**src/hw/ahbApbPkg.sv**
```systemverilog
package ahbApbPkg;

    // Bus widths
    localparam int ADDR_WIDTH = 32;
    localparam int DATA_WIDTH = 32;

    typedef logic [ADDR_WIDTH-1:0] addrT;
    typedef logic [DATA_WIDTH-1:0] dataT;

    // Peripheral slot field in PADDR
    localparam int SLOT_MSB = 23;
    localparam int SLOT_LSB = 20;

    // Word offset of a register inside a peripheral
    localparam int OFFSET_MSB = 4;
    localparam int OFFSET_LSB = 2;

    // Slot map
    localparam logic [SLOT_MSB-SLOT_LSB:0] TIMER_SLOT = 4'd0;
    localparam logic [SLOT_MSB-SLOT_LSB:0] PWM_SLOT = 4'd1;

    typedef enum logic [1:0] {
        HTRANS_IDLE   = 2'b00,
        HTRANS_BUSY   = 2'b01,
        HTRANS_NONSEQ = 2'b10,
        HTRANS_SEQ    = 2'b11
    } htransE;

    typedef enum logic [1:0] {
        ST_IDLE,
        ST_SETUP,
        ST_ACCESS,
        ST_DONE
    } bridgeStateE;

endpackage

```
**src/hw/periphPkg.sv**
```systemverilog
package periphPkg;

    // Prescaler and counter width
    localparam int COUNT_WIDTH = 32;

    typedef logic [COUNT_WIDTH-1:0] countT;

    // Timer register map, word offsets
    typedef enum logic [2:0] {
        TIMER_TMR    = 3'd0,
        TIMER_PRE    = 3'd1,
        TIMER_CMP    = 3'd2,
        TIMER_STATUS = 3'd3,
        TIMER_CTRL   = 3'd4
    } timerRegE;

    // PWM register map, word offsets
    typedef enum logic [2:0] {
        PWM_PRE    = 3'd0,
        PWM_PERIOD = 3'd1,
        PWM_DUTY   = 3'd2,
        PWM_CTRL   = 3'd3
    } pwmRegE;

endpackage

```
**src/hw/apbIf.sv**
```systemverilog
interface apbIf;

    ahbApbPkg::addrT pAddr;
    logic            pWrite;
    ahbApbPkg::dataT pWData;
    logic            pEnable;
    logic            pSel;
    ahbApbPkg::dataT pRData;
    logic            pReady;

    modport master (
        output pAddr,
        output pWrite,
        output pWData,
        output pEnable,
        output pSel,
        input  pRData,
        input  pReady
    );

    modport slave (
        input  pAddr,
        input  pWrite,
        input  pWData,
        input  pEnable,
        input  pSel,
        output pRData,
        output pReady
    );

endinterface

```
**src/hw/ahbApbBridge.sv**
```systemverilog
module ahbApbBridge (
    input  logic              HCLK,
    input  logic              HRESETn,
    input  ahbApbPkg::addrT   hAddr_i,
    input  ahbApbPkg::htransE hTrans_i,
    input  logic              hWrite_i,
    input  ahbApbPkg::dataT   hWData_i,
    input  logic              hSel_i,
    input  logic              hReady_i,
    output ahbApbPkg::dataT   hRData_o,
    output logic              hReadyOut_o,
    apbIf.master              apbM
);

    ahbApbPkg::bridgeStateE state;
    ahbApbPkg::bridgeStateE nextState;
    ahbApbPkg::addrT        addrReg;
    logic                   writeReg;
    ahbApbPkg::dataT        wDataReg;
    logic                   start;

    // Only NONSEQ and SEQ open a transfer, and only while the bridge is free
    assign start = hSel_i && hReady_i && hReadyOut_o &&
                   ((hTrans_i == ahbApbPkg::HTRANS_NONSEQ) ||
                    (hTrans_i == ahbApbPkg::HTRANS_SEQ));

    assign hReadyOut_o = (state == ahbApbPkg::ST_IDLE) || (state == ahbApbPkg::ST_DONE);

    always_comb begin
        nextState = state;
        case (state)
            ahbApbPkg::ST_IDLE,
            ahbApbPkg::ST_DONE: begin
                if (start) begin
                    nextState = ahbApbPkg::ST_SETUP;
                end else begin
                    nextState = ahbApbPkg::ST_IDLE;
                end
            end
            ahbApbPkg::ST_SETUP: nextState = ahbApbPkg::ST_ACCESS;
            // Stays in access under back-pressure
            ahbApbPkg::ST_ACCESS: begin
                if (apbM.pReady) begin
                    nextState = ahbApbPkg::ST_DONE;
                end
            end
            default: nextState = ahbApbPkg::ST_IDLE;
        endcase
    end

    always_ff @(posedge HCLK or negedge HRESETn) begin
        if (!HRESETn) begin
            state <= ahbApbPkg::ST_IDLE;
        end else begin
            state <= nextState;
        end
    end

    // Address phase, write data phase and read data capture
    always_ff @(posedge HCLK) begin
        if (start) begin
            addrReg  <= hAddr_i;
            writeReg <= hWrite_i;
        end
        if (state == ahbApbPkg::ST_SETUP) begin
            wDataReg <= hWData_i;
        end
        if ((state == ahbApbPkg::ST_ACCESS) && apbM.pReady) begin
            hRData_o <= apbM.pRData;
        end
    end

    assign apbM.pAddr   = addrReg;
    assign apbM.pWrite  = writeReg;
    // Write data comes straight from HWDATA in setup, from the register after
    assign apbM.pWData  = (state == ahbApbPkg::ST_SETUP) ? hWData_i : wDataReg;
    assign apbM.pSel    = (state == ahbApbPkg::ST_SETUP) || (state == ahbApbPkg::ST_ACCESS);
    assign apbM.pEnable = (state == ahbApbPkg::ST_ACCESS);

endmodule

```
**src/hw/apbInterconnect.sv**
```systemverilog
module apbInterconnect (
    apbIf.slave  apbS,
    apbIf.master timerM,
    apbIf.master pwmM
);

    logic [ahbApbPkg::SLOT_MSB-ahbApbPkg::SLOT_LSB:0] slot;
    logic timerHit;
    logic pwmHit;

    assign slot     = apbS.pAddr[ahbApbPkg::SLOT_MSB:ahbApbPkg::SLOT_LSB];
    assign timerHit = (slot == ahbApbPkg::TIMER_SLOT);
    assign pwmHit   = (slot == ahbApbPkg::PWM_SLOT);

    // Shared request lines
    assign timerM.pAddr   = apbS.pAddr;
    assign timerM.pWrite  = apbS.pWrite;
    assign timerM.pWData  = apbS.pWData;
    assign timerM.pEnable = apbS.pEnable;
    assign pwmM.pAddr     = apbS.pAddr;
    assign pwmM.pWrite    = apbS.pWrite;
    assign pwmM.pWData    = apbS.pWData;
    assign pwmM.pEnable   = apbS.pEnable;

    // Select only on the decoded slot
    assign timerM.pSel = apbS.pSel && timerHit;
    assign pwmM.pSel   = apbS.pSel && pwmHit;

    always_comb begin
        if (timerHit) begin
            apbS.pRData = timerM.pRData;
            apbS.pReady = timerM.pReady;
        end else if (pwmHit) begin
            apbS.pRData = pwmM.pRData;
            apbS.pReady = pwmM.pReady;
        end else begin
            // Unmapped slot reads zero, never stalls
            apbS.pRData = '0;
            apbS.pReady = 1'b1;
        end
    end

endmodule

```
**src/hw/apbSubsystem.sv**
```systemverilog
module apbSubsystem (
    input  logic              HCLK,
    input  logic              HRESETn,
    input  ahbApbPkg::addrT   hAddr_i,
    input  ahbApbPkg::htransE hTrans_i,
    input  logic              hWrite_i,
    input  ahbApbPkg::dataT   hWData_i,
    input  logic              hSel_i,
    input  logic              hReady_i,
    output ahbApbPkg::dataT   hRData_o,
    output logic              hReadyOut_o,
    output logic              pwm_o,
    output logic              timerIrq_o
);

    // Bridge side and one bus per peripheral
    apbIf busIf ();
    apbIf timerBus ();
    apbIf pwmBus ();

    ahbApbBridge bridge (
        .HCLK        (HCLK),
        .HRESETn     (HRESETn),
        .hAddr_i     (hAddr_i),
        .hTrans_i    (hTrans_i),
        .hWrite_i    (hWrite_i),
        .hWData_i    (hWData_i),
        .hSel_i      (hSel_i),
        .hReady_i    (hReady_i),
        .hRData_o    (hRData_o),
        .hReadyOut_o (hReadyOut_o),
        .apbM        (busIf.master)
    );

    apbInterconnect apbBus (
        .apbS   (busIf.slave),
        .timerM (timerBus.master),
        .pwmM   (pwmBus.master)
    );

    timerPeripheral timer0 (
        .HCLK    (HCLK),
        .HRESETn (HRESETn),
        .apbS    (timerBus.slave),
        .irq_o   (timerIrq_o)
    );

    pwmPeripheral pwm0 (
        .HCLK    (HCLK),
        .HRESETn (HRESETn),
        .apbS    (pwmBus.slave),
        .pwm_o   (pwm_o)
    );

endmodule

```
**src/hw/pwmPeripheral.sv**
```systemverilog
module pwmPeripheral (
    input  logic HCLK,
    input  logic HRESETn,
    apbIf.slave  apbS,
    output logic pwm_o
);

    periphPkg::countT  pre;
    periphPkg::countT  period;
    periphPkg::countT  duty;
    periphPkg::countT  preCnt;
    periphPkg::countT  perCnt;
    logic              enable;
    logic              wrEn;
    periphPkg::pwmRegE offset;

    assign offset = periphPkg::pwmRegE'(
                        apbS.pAddr[ahbApbPkg::OFFSET_MSB:ahbApbPkg::OFFSET_LSB]);
    assign wrEn   = apbS.pSel && apbS.pEnable && apbS.pWrite;

    always_ff @(posedge HCLK or negedge HRESETn) begin
        if (!HRESETn) begin
            pre    <= '0;
            period <= '0;
            duty   <= '0;
            enable <= 1'b0;
        end else if (wrEn) begin
            case (offset)
                periphPkg::PWM_PRE:    pre    <= apbS.pWData;
                periphPkg::PWM_PERIOD: period <= apbS.pWData;
                periphPkg::PWM_DUTY:   duty   <= apbS.pWData;
                periphPkg::PWM_CTRL:   enable <= apbS.pWData[0];
                default: begin
                end
            endcase
        end
    end

    // Period counter advances once per prescaler wrap
    always_ff @(posedge HCLK or negedge HRESETn) begin
        if (!HRESETn) begin
            preCnt <= '0;
            perCnt <= '0;
            pwm_o  <= 1'b0;
        end else if (!enable) begin
            preCnt <= '0;
            perCnt <= '0;
            pwm_o  <= 1'b0;
        end else begin
            pwm_o <= (perCnt < duty);
            if (preCnt == pre) begin
                preCnt <= '0;
                if (perCnt >= period) begin
                    perCnt <= '0;
                end else begin
                    perCnt <= perCnt + 1'b1;
                end
            end else begin
                preCnt <= preCnt + 1'b1;
            end
        end
    end

    always_comb begin
        case (offset)
            periphPkg::PWM_PRE:    apbS.pRData = pre;
            periphPkg::PWM_PERIOD: apbS.pRData = period;
            periphPkg::PWM_DUTY:   apbS.pRData = duty;
            periphPkg::PWM_CTRL:   apbS.pRData = ahbApbPkg::dataT'(enable);
            default:               apbS.pRData = '0;
        endcase
    end

    assign apbS.pReady = 1'b1;

endmodule

```
**src/hw/timerPeripheral.sv**
```systemverilog
module timerPeripheral (
    input  logic HCLK,
    input  logic HRESETn,
    apbIf.slave  apbS,
    output logic irq_o
);

    periphPkg::countT    tmr;
    periphPkg::countT    pre;
    periphPkg::countT    cmp;
    periphPkg::countT    preCnt;
    logic                enable;
    logic                ovFlag;
    logic                tick;
    logic                tmrWrap;
    logic                wrEn;
    periphPkg::timerRegE offset;

    assign offset  = periphPkg::timerRegE'(
                         apbS.pAddr[ahbApbPkg::OFFSET_MSB:ahbApbPkg::OFFSET_LSB]);
    assign wrEn    = apbS.pSel && apbS.pEnable && apbS.pWrite;
    assign tick    = enable && (preCnt == pre);
    assign tmrWrap = tick && (tmr >= cmp);

    always_ff @(posedge HCLK or negedge HRESETn) begin
        if (!HRESETn) begin
            pre    <= '0;
            cmp    <= '0;
            enable <= 1'b0;
        end else if (wrEn) begin
            case (offset)
                periphPkg::TIMER_PRE:  pre    <= apbS.pWData;
                periphPkg::TIMER_CMP:  cmp    <= apbS.pWData;
                periphPkg::TIMER_CTRL: enable <= apbS.pWData[0];
                default: begin
                end
            endcase
        end
    end

    // Prescaler and main counter, both restart when disabled
    always_ff @(posedge HCLK or negedge HRESETn) begin
        if (!HRESETn) begin
            preCnt <= '0;
            tmr    <= '0;
        end else if (!enable) begin
            preCnt <= '0;
            tmr    <= '0;
        end else if (tick) begin
            preCnt <= '0;
            if (tmrWrap) begin
                tmr <= '0;
            end else begin
                tmr <= tmr + 1'b1;
            end
        end else begin
            preCnt <= preCnt + 1'b1;
        end
    end

    // Overflow wins over a clear in the same cycle
    always_ff @(posedge HCLK or negedge HRESETn) begin
        if (!HRESETn) begin
            ovFlag <= 1'b0;
        end else if (tmrWrap) begin
            ovFlag <= 1'b1;
        end else if (wrEn && (offset == periphPkg::TIMER_STATUS) && apbS.pWData[0]) begin
            ovFlag <= 1'b0;
        end
    end

    always_comb begin
        case (offset)
            periphPkg::TIMER_TMR:    apbS.pRData = tmr;
            periphPkg::TIMER_PRE:    apbS.pRData = pre;
            periphPkg::TIMER_CMP:    apbS.pRData = cmp;
            periphPkg::TIMER_STATUS: apbS.pRData = ahbApbPkg::dataT'(ovFlag);
            periphPkg::TIMER_CTRL:   apbS.pRData = ahbApbPkg::dataT'(enable);
            default:                 apbS.pRData = '0;
        endcase
    end

    assign apbS.pReady = 1'b1;
    assign irq_o       = ovFlag;

endmodule

```
**config.mk**
```make
export PLATFORM = sky130hd
export DESIGN_NAME = apbSubsystem
export DESIGN_NICKNAME = d
export VERILOG_FILES = /design/src/hw/ahbApbPkg.sv /design/src/hw/periphPkg.sv /design/src/hw/apbIf.sv /design/src/hw/ahbApbBridge.sv /design/src/hw/apbInterconnect.sv /design/src/hw/apbSubsystem.sv /design/src/hw/pwmPeripheral.sv /design/src/hw/timerPeripheral.sv
export SDC_FILE = /design/constraint.sdc
export NUM_CORES = 1
export LEC_CHECK = 0
export BUFFER_PORTS_ARGS = -buffer_cell sky130_fd_sc_hd__buf_2
export CORE_MARGIN = 10
export CORE_UTILIZATION = 46
export DETAILED_ROUTE_END_ITERATION = 16
export PLACE_DENSITY_LB_ADDON = 0.1
export REMOVE_ABC_BUFFERS = 1
export SYNTH_ARGS = -nofsm -noshare
export SYNTH_HDL_FRONTEND = slang
export SYNTH_SLANG_ARGS = --single-unit
```
**constraint.sdc**
```tcl
create_clock -name HCLK -period 2.9 [get_ports HCLK]
set_input_delay 0.29 -clock HCLK [delete_from_list [all_inputs] [get_ports HCLK]]
set_output_delay 0.29 -clock HCLK [all_outputs]
set_load 0.005 [all_outputs]
```
-- After elaboration in Yosys (flattened, before gate mapping)
Index checks and enable logic that the tools add are counted.
- magnitude comparators: 3
- reduce and logical (&&, ||, !) cells: 28
- muxes and demuxes: 20
- eq/ne operators: 14
- $add $sub $neg: 4
- operator list (cell ; count):
    32-bit 2-to-1 mux ; 13
    32-bit case mux with 5 select lines ; 1
    32-bit by 1-bit adder with 32-bit output (second input constant) ; 4
    32-bit case mux with 4 select lines ; 1
    32-bit == test ; 2
    32-bit greater-or-equal comparator ; 2
    32-bit < comparator ; 1
    2-bit AND reduction ; 7
    1-bit logical AND ; 13
    2-bit == test (second input constant) ; 4
    3-bit by 2-bit == test with 1-bit output (second input constant) ; 2
    2-bit case mux with 3 select lines ; 1
    4-bit by 1-bit == test with 1-bit output (second input constant) ; 1
    4-bit zero test ; 1
    1-bit 2-to-1 mux ; 4
    2-bit != test (second input constant) ; 2
    3-bit by 1-bit == test with 1-bit output (second input constant) ; 1
    3-bit == test (second input constant) ; 1
    3-bit zero test ; 1
    1-bit logical OR ; 3
    2-bit by 1-bit == test with 1-bit output (second input constant) ; 1
    2-bit zero test ; 1
    2-bit nonzero test ; 1
    2-bit OR reduction ; 1
- bits of input ports: 71
- word-level logic and storage cells: 87
- output and inout bits: 35
- register bits after elaboration: 383

-- Logic depth before layout (Yosys ltp)
Gate-level depths: netlist (run 1).
- depth after elaboration: 9
- depth in mapped cells: 11
- depth with buffers taken out: 9

-- Hierarchy
Synthesis (run 1) repeated with hierarchy kept, for this count alone.
- cell total of the unflattened synthesis: 2215
- area, all modules: 21962.3 um^2
- by module, submodules not included (module ; area an instance (um^2) ; sequential area each (um^2) ; cells an instance ; instances):
    pwmPeripheral ; 9511.6 ; 4053.9 ; 1028 ; 1
    timerPeripheral ; 7644.8 ; 3253.1 ; 831 ; 1
    ahbApbBridge ; 3270.6 ; 2642.5 ; 146 ; 1
    apbInterconnect ; 1535.2 ; 0.0 ; 210 ; 1

-- Least setup slack after synthesis (run 1)
No wires, ideal clock.
- path kind: register to register
- start: register bridge.state[0]
- end: register pwm0.period[0]
- clock period less this slack: 2.795 ns
- data required time: 2.757 ns
- arrival time: 2.652 ns
- cell stages (with the launch flop): 10
- buffers on the path: 2
- library setup time: 0.143 ns
- slack: 0.105 ns
- cell sequence: dfrtp_1 > inv_1 > ha_1 > nor2b_1 > nand4_1 > or3b_2 > clkbuf_1 > clkbuf_1 > nand2_1 > o21ai_0
- word-level cells in the longest chain between the ends: 6
- elaborated cells on any way between the ends: 8
- those cells by class: 2 x eq/ne; 1 x mux; 5 x reduce/logical
- ends and longest elaborated chain (element ; RTL line ; source):
    start, declared ; ahbApbBridge.sv:15 ; ahbApbPkg::bridgeStateE state;
    start signal, assigned ; ahbApbBridge.sv:53 ; state <= ahbApbPkg::ST_IDLE;
    start signal, assigned ; ahbApbBridge.sv:55 ; state <= nextState;
    2-bit by 1-bit == test with 1-bit output / 2-bit == test (equally long branches) ; ahbApbBridge.sv:76, ahbApbBridge.sv:77, ahbApbBridge.sv:78 ;
    1-bit logical OR ; ahbApbBridge.sv:77 ; assign apbM.pSel = (state == ahbApbPkg::ST_SETUP) || (state == ahbApbPkg::ST_ACCESS);
    1-bit logical AND ; apbInterconnect.sv:27 ; assign pwmM.pSel = apbS.pSel && pwmHit;
    1-bit logical AND (2 in a row) ; pwmPeripheral.sv:19 ; assign wrEn = apbS.pSel && apbS.pEnable && apbS.pWrite;
    2-bit AND reduction (no source line) ; -- ;
    end signal, assigned ; pwmPeripheral.sv:30 ; periphPkg::PWM_PERIOD: period <= apbS.pWData;
    end, declared ; pwmPeripheral.sv:9 ; periphPkg::countT period;
Several ways; a longest one is shown, not always the timed one.
A chain may end at the register's enable or synchronous reset.

-- Worst setup path after layout (run 1)
- start: register pwm0.period[29]
- end: register pwm0.perCnt[19]
- word-level cells in the longest chain between the ends: 4
- ends and longest elaborated chain (element ; RTL line ; source):
    32-bit greater-or-equal comparator ; pwmPeripheral.sv:53 ; if (perCnt >= period) begin
    32-bit 2-to-1 mux ; pwmPeripheral.sv:53 ;
    32-bit 2-to-1 mux ; pwmPeripheral.sv:51 ; if (preCnt == pre) begin
    32-bit 2-to-1 mux ; pwmPeripheral.sv:45 ; end else if (!enable) begin
    end signal, assigned ; pwmPeripheral.sv:56 ; perCnt <= perCnt + 1'b1;
    end, declared ; pwmPeripheral.sv:12 ; periphPkg::countT perCnt;
Every way passes these cells. The select of a mux whose other input is x is not followed.

==> flow_summary.ini, run 1 <==
[logic_synthesis]
synth.avg_cell_area_um2 = 9.381
synth_area_leader_cell = sky130_fd_sc_hd__dfrtp_1
synthMostInstantiatedCell = sky130_fd_sc_hd__dfrtp_1
synth_seq_cells = 366
ys.warnings.count = 0
muxShareOfSynthArea = 0.05470
post_synthesis_cells = 2063
synthArstFlopShare = 0.8033
synth_compound_area_frac = 0.1409
yosys-top-cells-area = sky130_fd_sc_hd__dfrtp_1 38%, sky130_fd_sc_hd__ha_1 6.5%, sky130_fd_sc_hd__edfxtp_1 6.2%
synth_enable_flop_cells = 40
synth.top_cells.by_count = 294 x sky130_fd_sc_hd__dfrtp_1, 261 x sky130_fd_sc_hd__nor2_1, 211 x sky130_fd_sc_hd__a21oi_1, 152 x sky130_fd_sc_hd__nand2_1, 151 x sky130_fd_sc_hd__inv_1
synthAdderAreaFrac = 0.06530
synth_area_um2 = 19350
synth_simple_gate_area_frac = 0.1601
yosysSeqAreaShare = 0.4753
largest_family_of_logic_cells_by_synthesized_area = simple AND/OR/NAND/NOR gates
ys.flop_type = sky130_fd_sc_hd__dfrtp_1
synthXorXnorAreaFrac = 0.05476
synth_top_area_share = 0.3802
synth.distinct_cells = 75

[power]
internal_power_uw = 10600
p_switching_uw = 5084
power_frac_clock = 0.350
total_power_divided_by_cell_area_nw_per_um2 = 698.4
p_sw_frac = 0.3242
pwr-share-seq = 0.424
vdd.ir_drop.worst_v = 0.0005614
comb_power_share = 0.226
static-leakage-power_uw = 0.01052

[route]
dr.first_iter.drc_count = 1456
drtPass1Iterations = 5
via_count = 15469
wl_mm = 56.29
routedWlPerCell_um = 20.30
drc_errors = 0
detail_route.vias_per_cell = 5.580
drtAntennaViolNets = 0

[run_status]
run_status = finished clean

[timing]
timing.final.setup_violations = 0
rsz0062_at_grt = no
timing_hold_violations_final = 0
worst_slew_pin_slew_ns = 0.7175
slew_headroom = 0.5217
timing.final.crit_share = 0.9310
final_critical_path_setup_slack_ns = 0.2000
worst_clock_skew_ns = 0.02074
final_period_minus_worst_setup_slack_ns = 2.700
timing_max_transition_violations_final = 0
max_freq_mhz = 370.4

[critical_path]
worst-endpoint-required_ns = 3.35
largest_driver_fanout_on_the_critical_path = 8
crit_chain = inv_1 > ha_1 > nand4_1 > nor3_1 > a22oi_1 > nand3_1 > a21o_1 > buf_4 > o21ai_0 > a22o_1
timing.critical_path.to_type = flip-flop
critPathKind = reg2reg
cp.arrival_ns = 3.15
r2r.worst_path.cells = 10
reg2reg_from = pwm0.period[29]$_DFFE_PN0P_
critical_path.max_stage_delay_ns = 0.35
reg2reg_setup_slack_ns = 0.20
crit-reg2reg-capture = pwm0.perCnt[19]$_DFFE_PN0P_
worst_path_max_delay_cell = sky130_fd_sc_hd__dfrtp_1
start_kind = flip-flop

[run]
max_capacitance_violation_count = 0

[clocking]
clock_sink_count = 366
cts.htree.levels = 2
tritoncts_clock_tree = built
clk-insertion-delay-late_ns = 0.58
cts_post_setup_buffers_inserted = 0
cts-buffers-inserted = 42
cts_buffer_depth = 3
clk_pin_slew_ns = 0.06
cts_root_buf = sky130_fd_sc_hd__clkbuf_16

[grt]
grt_start_max_net_pins = 81
grt_first_pass_wirelength_mm = 88.18
first_global_vias = 15541
globalRouteOverflowTotal = 0
initial_antenna_violation_count = 0
grtUsageTotal = 0.2232

[finish]
drive_above_1_share = 0.1245
layout.nets = 2372
antenna_cells = 0
finish.instance_area_um2 = 22460
area_growth_pct = 16.03

[die]
die_area_um2 = 50670
io-pin-count = 106
initial_core_util = 0.4634
die_boundary_width_um = 225.1
design.core.area_um2 = 41760
rows = 75
dieHeight_um = 225.1

[place]
dp_hpwl_mm = 41.50
pre_cts_ws_ns = 0.1962
placedInstanceArea_um2 = 20960
place.gp.congestion = 0.8875
count_of_port_buffers_added_during_placement = 79

[hold_path]
hold_start = hWData_i[0]
min_delay_worst_endpoint = bridge.wDataReg[0]$_DFF_P_
timing.hold.worst.class = in2reg
min_path_cells = 3
## stage by stage
| stage | power, uW | utilization | TNS, ns | cells | hold WS [ns] |
|---|---|---|---|---|---|
| after CTS | 15830 | 0.5377 | 0 | 2772 | 0.07507 |
| after global routing | 16460 | 0.5377 | 0 | 2772 | 0.1212 |
| after detailed placement | 10270 | 0.5020 | 0 | 2686 | 0.2813 |
| after floorplan | 8603 | - | -336.08 | 1969 | -0.005591 |
| after global placement | 10220 | 0.5020 | 0 | 2686 | 0.2745 |
| final | 15680 | 0.5377 | 0 | 2772 | 0.08458 |
## critical path: cells and delay by family (launching register included)
kind / cells / cell delay (ns)
AO/OA/AOI/OAI: 4 / 0.82
buffers and inverters: 2 / 0.30
AND/OR/NAND/NOR: 3 / 0.81
flip-flops: 1 / 0.35
adder cells (fa/ha/maj): 1 / 0.32
## power by group through the flow
stage | registers (uW) | clock network [uW] | logic (uW)
5_1_grt | 6730 | 5800 | 3930
6_report | 6650 | 5490 | 3540
3_3_place_gp | 6700 | 0 | 3510
2_1_floorplan | 6590 | 0 | 2010
3_5_place_dp | 6720 | 0 | 3550
4_1_cts | 6640 | 5600 | 3590
## worst max path at each step
stage / from / endpoint / depth (start not counted)
6_report: pwm0.period[29]$_DFFE_PN0P_ / pwm0.perCnt[19]$_DFFE_PN0P_ / 10
5_1_grt: pwm0.period[29]$_DFFE_PN0P_ / pwm0.perCnt[19]$_DFFE_PN0P_ / 10
4_1_cts: pwm0.perCnt[0]$_DFFE_PN0P_ / pwm0.perCnt[30]$_DFFE_PN0P_ / 11
3_5_place_dp: pwm0.perCnt[0]$_DFFE_PN0P_ / pwm0.perCnt[30]$_DFFE_PN0P_ / 11
3_3_place_gp: pwm0.perCnt[0]$_DFFE_PN0P_ / pwm0.perCnt[9]$_DFFE_PN0P_ / 11
2_1_floorplan: bridge.apbM.pAddr[3]$_DFFE_PP_ / timer0.pre[0]$_DFFE_PN0P_ / 3
## cell type report
class | count | area (um2)
Clock inverter | 21 | 236.5
Inverter | 151 | 566.8
Tap cell | 539 | 674.4
Clock buffer | 56 | 1165
Multi-Input combinational cell | 1452 | 9238
Timing Repair Buffer | 187 | 1376
Fill cell | 3876 | 19300
Sequential cell | 366 | 9199
## kinds of logic (layout without fill, tap and decap cells)
group,after synthesis,count (layout)
AND/OR/NAND/NOR,651,651
adder cells (fa/ha/maj),101,101
buffers and inverters,245,415
XOR/XNOR,121,121
flip-flops,366,366
AO/OA/AOI/OAI,476,476
multiplexers,103,103
## repair_timing
action / in CTS / in global routing
resized for setup: 0 / 1
hold buffers: 9 / 0
hold endpoints to repair: 65 / 0
endpoints found under the setup margin: 0 / 4
## routing by layer
layer,up-vias,track usage,part of all wire
li1,7465,-,-
met1,7543,0.2946,0.45
met2,370,0.3680,0.47
met3,91,0.03461,0.051
met4,0,0.07429,0.030
met5,-,0,0
## state kept, by name, indices dropped and copies added, names as in the netlist
register and count:
bridge.wDataReg 32, timer0.irq_o 1, bridge.apbM.pWrite 1, pwm0.preCnt 32, timer0.pre 32, pwm0.duty 32, pwm0.pre 32, timer0.tmr 32
pwm0.enable 1, pwm0.perCnt 32, bridge.state 2, bridge.apbM.pAddr 7, timer0.preCnt 32, pwm0.pwm_o 1, timer0.enable 1, bridge.hRData_o 32
pwm0.period 32, timer0.cmp 32
## placed cells by master (no fill, tap or decap), drive strengths merged, types with 31 or more instances in the layout
cell type,instances
dfrtp,294
nor2,263
a21oi,211
buf,178
inv,152
nand2,152
o21ai,130
ha,101
mux2i,99
xnor2,84
clkbuf,56
nand3,49
nand4,48
and3,41
edfxtp,40
xor2,37
o22ai,33
dfxtp,32
a31oi,31
(Power assumes the default switching activity.)
==> run 2: changes to the inputs <==
ABC_AREA = 1   (was not set)
==> run 2 against run 1 <==
Effect of this change: sequential share of layout area is 2.2 points lower; hold slack worse by 0.0016 ns; global-route usage rose by 3.3 points; clock power is 3% higher; worst setup slack better by 0.11 ns; via count increased by 22%; count of clock-buffer cells in the layout grew 13; largest power group unchanged.
==> flow_summary.ini, run 2 <==
[logic_synthesis]
yosysSeqAreaShare = 0.4404
synth_area_um2 = 20890
synth.avg_cell_area_um2 = 7.760
synth_top_area_share = 0.3522
synth_enable_flop_cells = 40
ys.flop_type = sky130_fd_sc_hd__dfrtp_1
synthMostInstantiatedCell = sky130_fd_sc_hd__nand2_1
synth.distinct_cells = 50
synth_area_leader_cell = sky130_fd_sc_hd__dfrtp_1
post_synthesis_cells = 2692
synth.top_cells.by_count = 706 x sky130_fd_sc_hd__nand2_1, 340 x sky130_fd_sc_hd__inv_1, 294 x sky130_fd_sc_hd__dfrtp_1, 235 x sky130_fd_sc_hd__nor2_1, 209 x sky130_fd_sc_hd__o21ai_0
ys.warnings.count = 0
synth_seq_cells = 366
yosys-top-cells-area = sky130_fd_sc_hd__dfrtp_1 35%, sky130_fd_sc_hd__nand2_1 13%, sky130_fd_sc_hd__inv_1 6.1%
synthArstFlopShare = 0.8033

[timing]
fin_setup_tns_ns = 0
timing.final.setup_violations = 0
max_freq_mhz = 386.4
final_period_minus_worst_setup_slack_ns = 2.588
slew_headroom = 0.4650
worst_slew_pin_slew_ns = 0.7913
rsz0062_at_grt = no
timing.final.crit_share = 0.8925
timing_hold_violations_final = 0
timing_max_transition_violations_final = 0
worst_clock_skew_ns = 0.01725

[finish]
multi_input_area_um2 = 9993
antenna_cells = 0
area_growth_pct = 13.69
fillerInstances = 4422
final_cell_count_no_fill = 3429
mostFrequentLayoutCell = sky130_fd_sc_hd__nand2_1
ff_latch_area_um2 = 9199
top_library_cells_by_usage_in_the_layout_fill_and_taps_aside = 705 x sky130_fd_sc_hd__nand2_1, 340 x sky130_fd_sc_hd__inv_1, 294 x sky130_fd_sc_hd__dfrtp_1, 234 x sky130_fd_sc_hd__nor2_1, 209 x sky130_fd_sc_hd__o21ai_0
layout.nets = 2965
drive_above_1_share = 0.09968

[critical_path]
start_kind = flip-flop
timing.critical_path.to_type = flip-flop
critPathKind = reg2reg
largest_driver_fanout_on_the_critical_path = 13
cp.arrival_ns = 3.05
worst-endpoint-required_ns = 3.36

[clocking]
cts_root_buf = sky130_fd_sc_hd__clkbuf_16
clk-insertion-delay-late_ns = 0.58
cts.htree.levels = 2
cts_buffer_depth = 3
cts-buffers-inserted = 44
clock_sink_count = 366
cts_post_setup_buffers_inserted = 0
tritoncts_clock_tree = built
clk_pin_slew_ns = 0.06

[grt]
grt-busiest-layer = met1
grt_first_pass_wirelength_mm = 107.1
groute.layer.met1.usage = 0.3758
grt_start_max_net_pins = 77
global_route_met2_usage = 0.3689
globalRouteOverflowTotal = 0
grtUsageTotal = 0.2560
first_global_vias = 18096
grt.met3_usage = 0.05120
initial_antenna_violation_count = 0

[die]
initial_core_util = 0.4633
design.core.area_um2 = 45090
die_area_um2 = 54330
rows = 78
die_boundary_width_um = 233.1
io-pin-count = 106
dieHeight_um = 233.1

[hold_path]
timing.hold.worst.class = in2reg

[route]
drtAntennaViolNets = 0
drtPass1Iterations = 5
detail_route.vias_per_cell = 5.522
routedWlPerCell_um = 20.19
dr.first_iter.drc_count = 1705
drc_errors = 0
wl_mm = 69.22
via_count = 18934

[place]
count_of_port_buffers_added_during_placement = 79
place.gp.congestion = 0.9775
dp_hpwl_mm = 52.38
dp_cells = 3335

[run]
max_capacitance_violation_count = 0

[power]
vdd.ir_drop.worst_v = 0.0005650
total_power_divided_by_cell_area_nw_per_um2 = 656.1
static-leakage-power_uw = 0.01110

[run_status]
run_status = finished clean
[run 2: cell count changes after synthesis, sizes merged, moves of 32 or more]
cell    change
nand2     +556
inv       +205
mux2i      -99
o21ai      +87
a21oi      -85
xnor2      -67
nor3       +63
o22ai      +63
and3       -40
mux2       +36
clkbuf     -32
[run 2: routing by layer]
layer,routed length [um],share of wire,vias to the layer above
met4,2081,0.030,0
li1,-,-,9058
met2,28880,0.42,722
met5,0,0,-
met1,32570,0.47,9055
met3,5689,0.082,99
[run 2: cell type report]
cell class / instances / share of cell area
repair buffers: 137 / 0.04141
inverters: 358 / 0.05659
multi-input cells: 1886 / 0.4208
well taps: 600 / 0.03161
clock inverters: 13 / 0.004057
clock buffers: 69 / 0.05817
flip-flops and latches: 366 / 0.3874
[run 2: repair_timing]
| action | in CTS | in global routing |
|---|---|---|
| gates resized for setup | 0 | 0 |
| hold buffers | 12 | 0 |
| hold endpoints to repair | 80 | 0 |
[run 2: worst paths after layout]
kind / startpoint / endpoint / slack (ns) / cells past startpoint
max: pwm0.perCnt[23]$_DFFE_PN0P_ / pwm0.perCnt[12]$_DFFE_PN0P_ / 0.31 / 11
min: hWData_i[19] / bridge.wDataReg[19]$_DFF_P_ / 0.08 / 2
max reg2reg: pwm0.perCnt[23]$_DFFE_PN0P_ / pwm0.perCnt[12]$_DFFE_PN0P_ / 0.31 / 11
min reg2reg: timer0.preCnt[0]$_DFF_PN0_ / timer0.preCnt[0]$_DFF_PN0_ / 0.52 / 1
max in group asynchronous: HRESETn / timer0.cmp[15]$_DFFE_PN0P_ / 1.68 / 3
min in group asynchronous: HRESETn / pwm0.duty[20]$_DFFE_PN0P_ / 0.32 / 2
[run 2: worst max-delay path: stages (launching register included)]
cell                      delay (ns)
sky130_fd_sc_hd__dfrtp_1        0.51
sky130_fd_sc_hd__ha_1           0.36
sky130_fd_sc_hd__nand2_1        0.07
sky130_fd_sc_hd__nor2_1         0.17
sky130_fd_sc_hd__nand4_1        0.11
sky130_fd_sc_hd__nor3_1         0.33
sky130_fd_sc_hd__nand2_1        0.22
sky130_fd_sc_hd__nand3_1        0.11
sky130_fd_sc_hd__nand2_1        0.06
sky130_fd_sc_hd__inv_1          0.28
sky130_fd_sc_hd__buf_12         0.19
sky130_fd_sc_hd__nor2_1         0.05
[run 2: stage by stage]
step	total power [uW]	setup WS (ns)	hold WS [ns]	utilization	instance area [um2]
final	15580	0.3118	0.08296	0.5267	23750
after global routing	16320	0.1264	0.08332	0.5267	23750
after CTS	15700	0.3563	0.06305	0.5267	23750
after detailed placement	10000	0.3719	0.3409	0.4913	22150
after global placement	9939	0.4030	0.3353	0.4913	22150
after floorplan	8332	-3.240	-0.005591	-	20490
[run 2: kinds of logic after synthesis]
family	count (synthesis)	synth area share
xor gates and xnor gates	65	0.02725
and+or+nand+nor	1214	0.2457
muxes	38	0.02049
AOI/OAI and AO/OA	468	0.1224
DFF	366	0.4404
adders and majority gates	101	0.06050
buffers and inverters	440	0.08326
[run 2: report_power, final]
part,total [uW],internal [uW],switching [uW]
clock network,5640,3360,2270
registers,6540,6070,463
logic,3410,1020,2390
total,15600,10500,5120
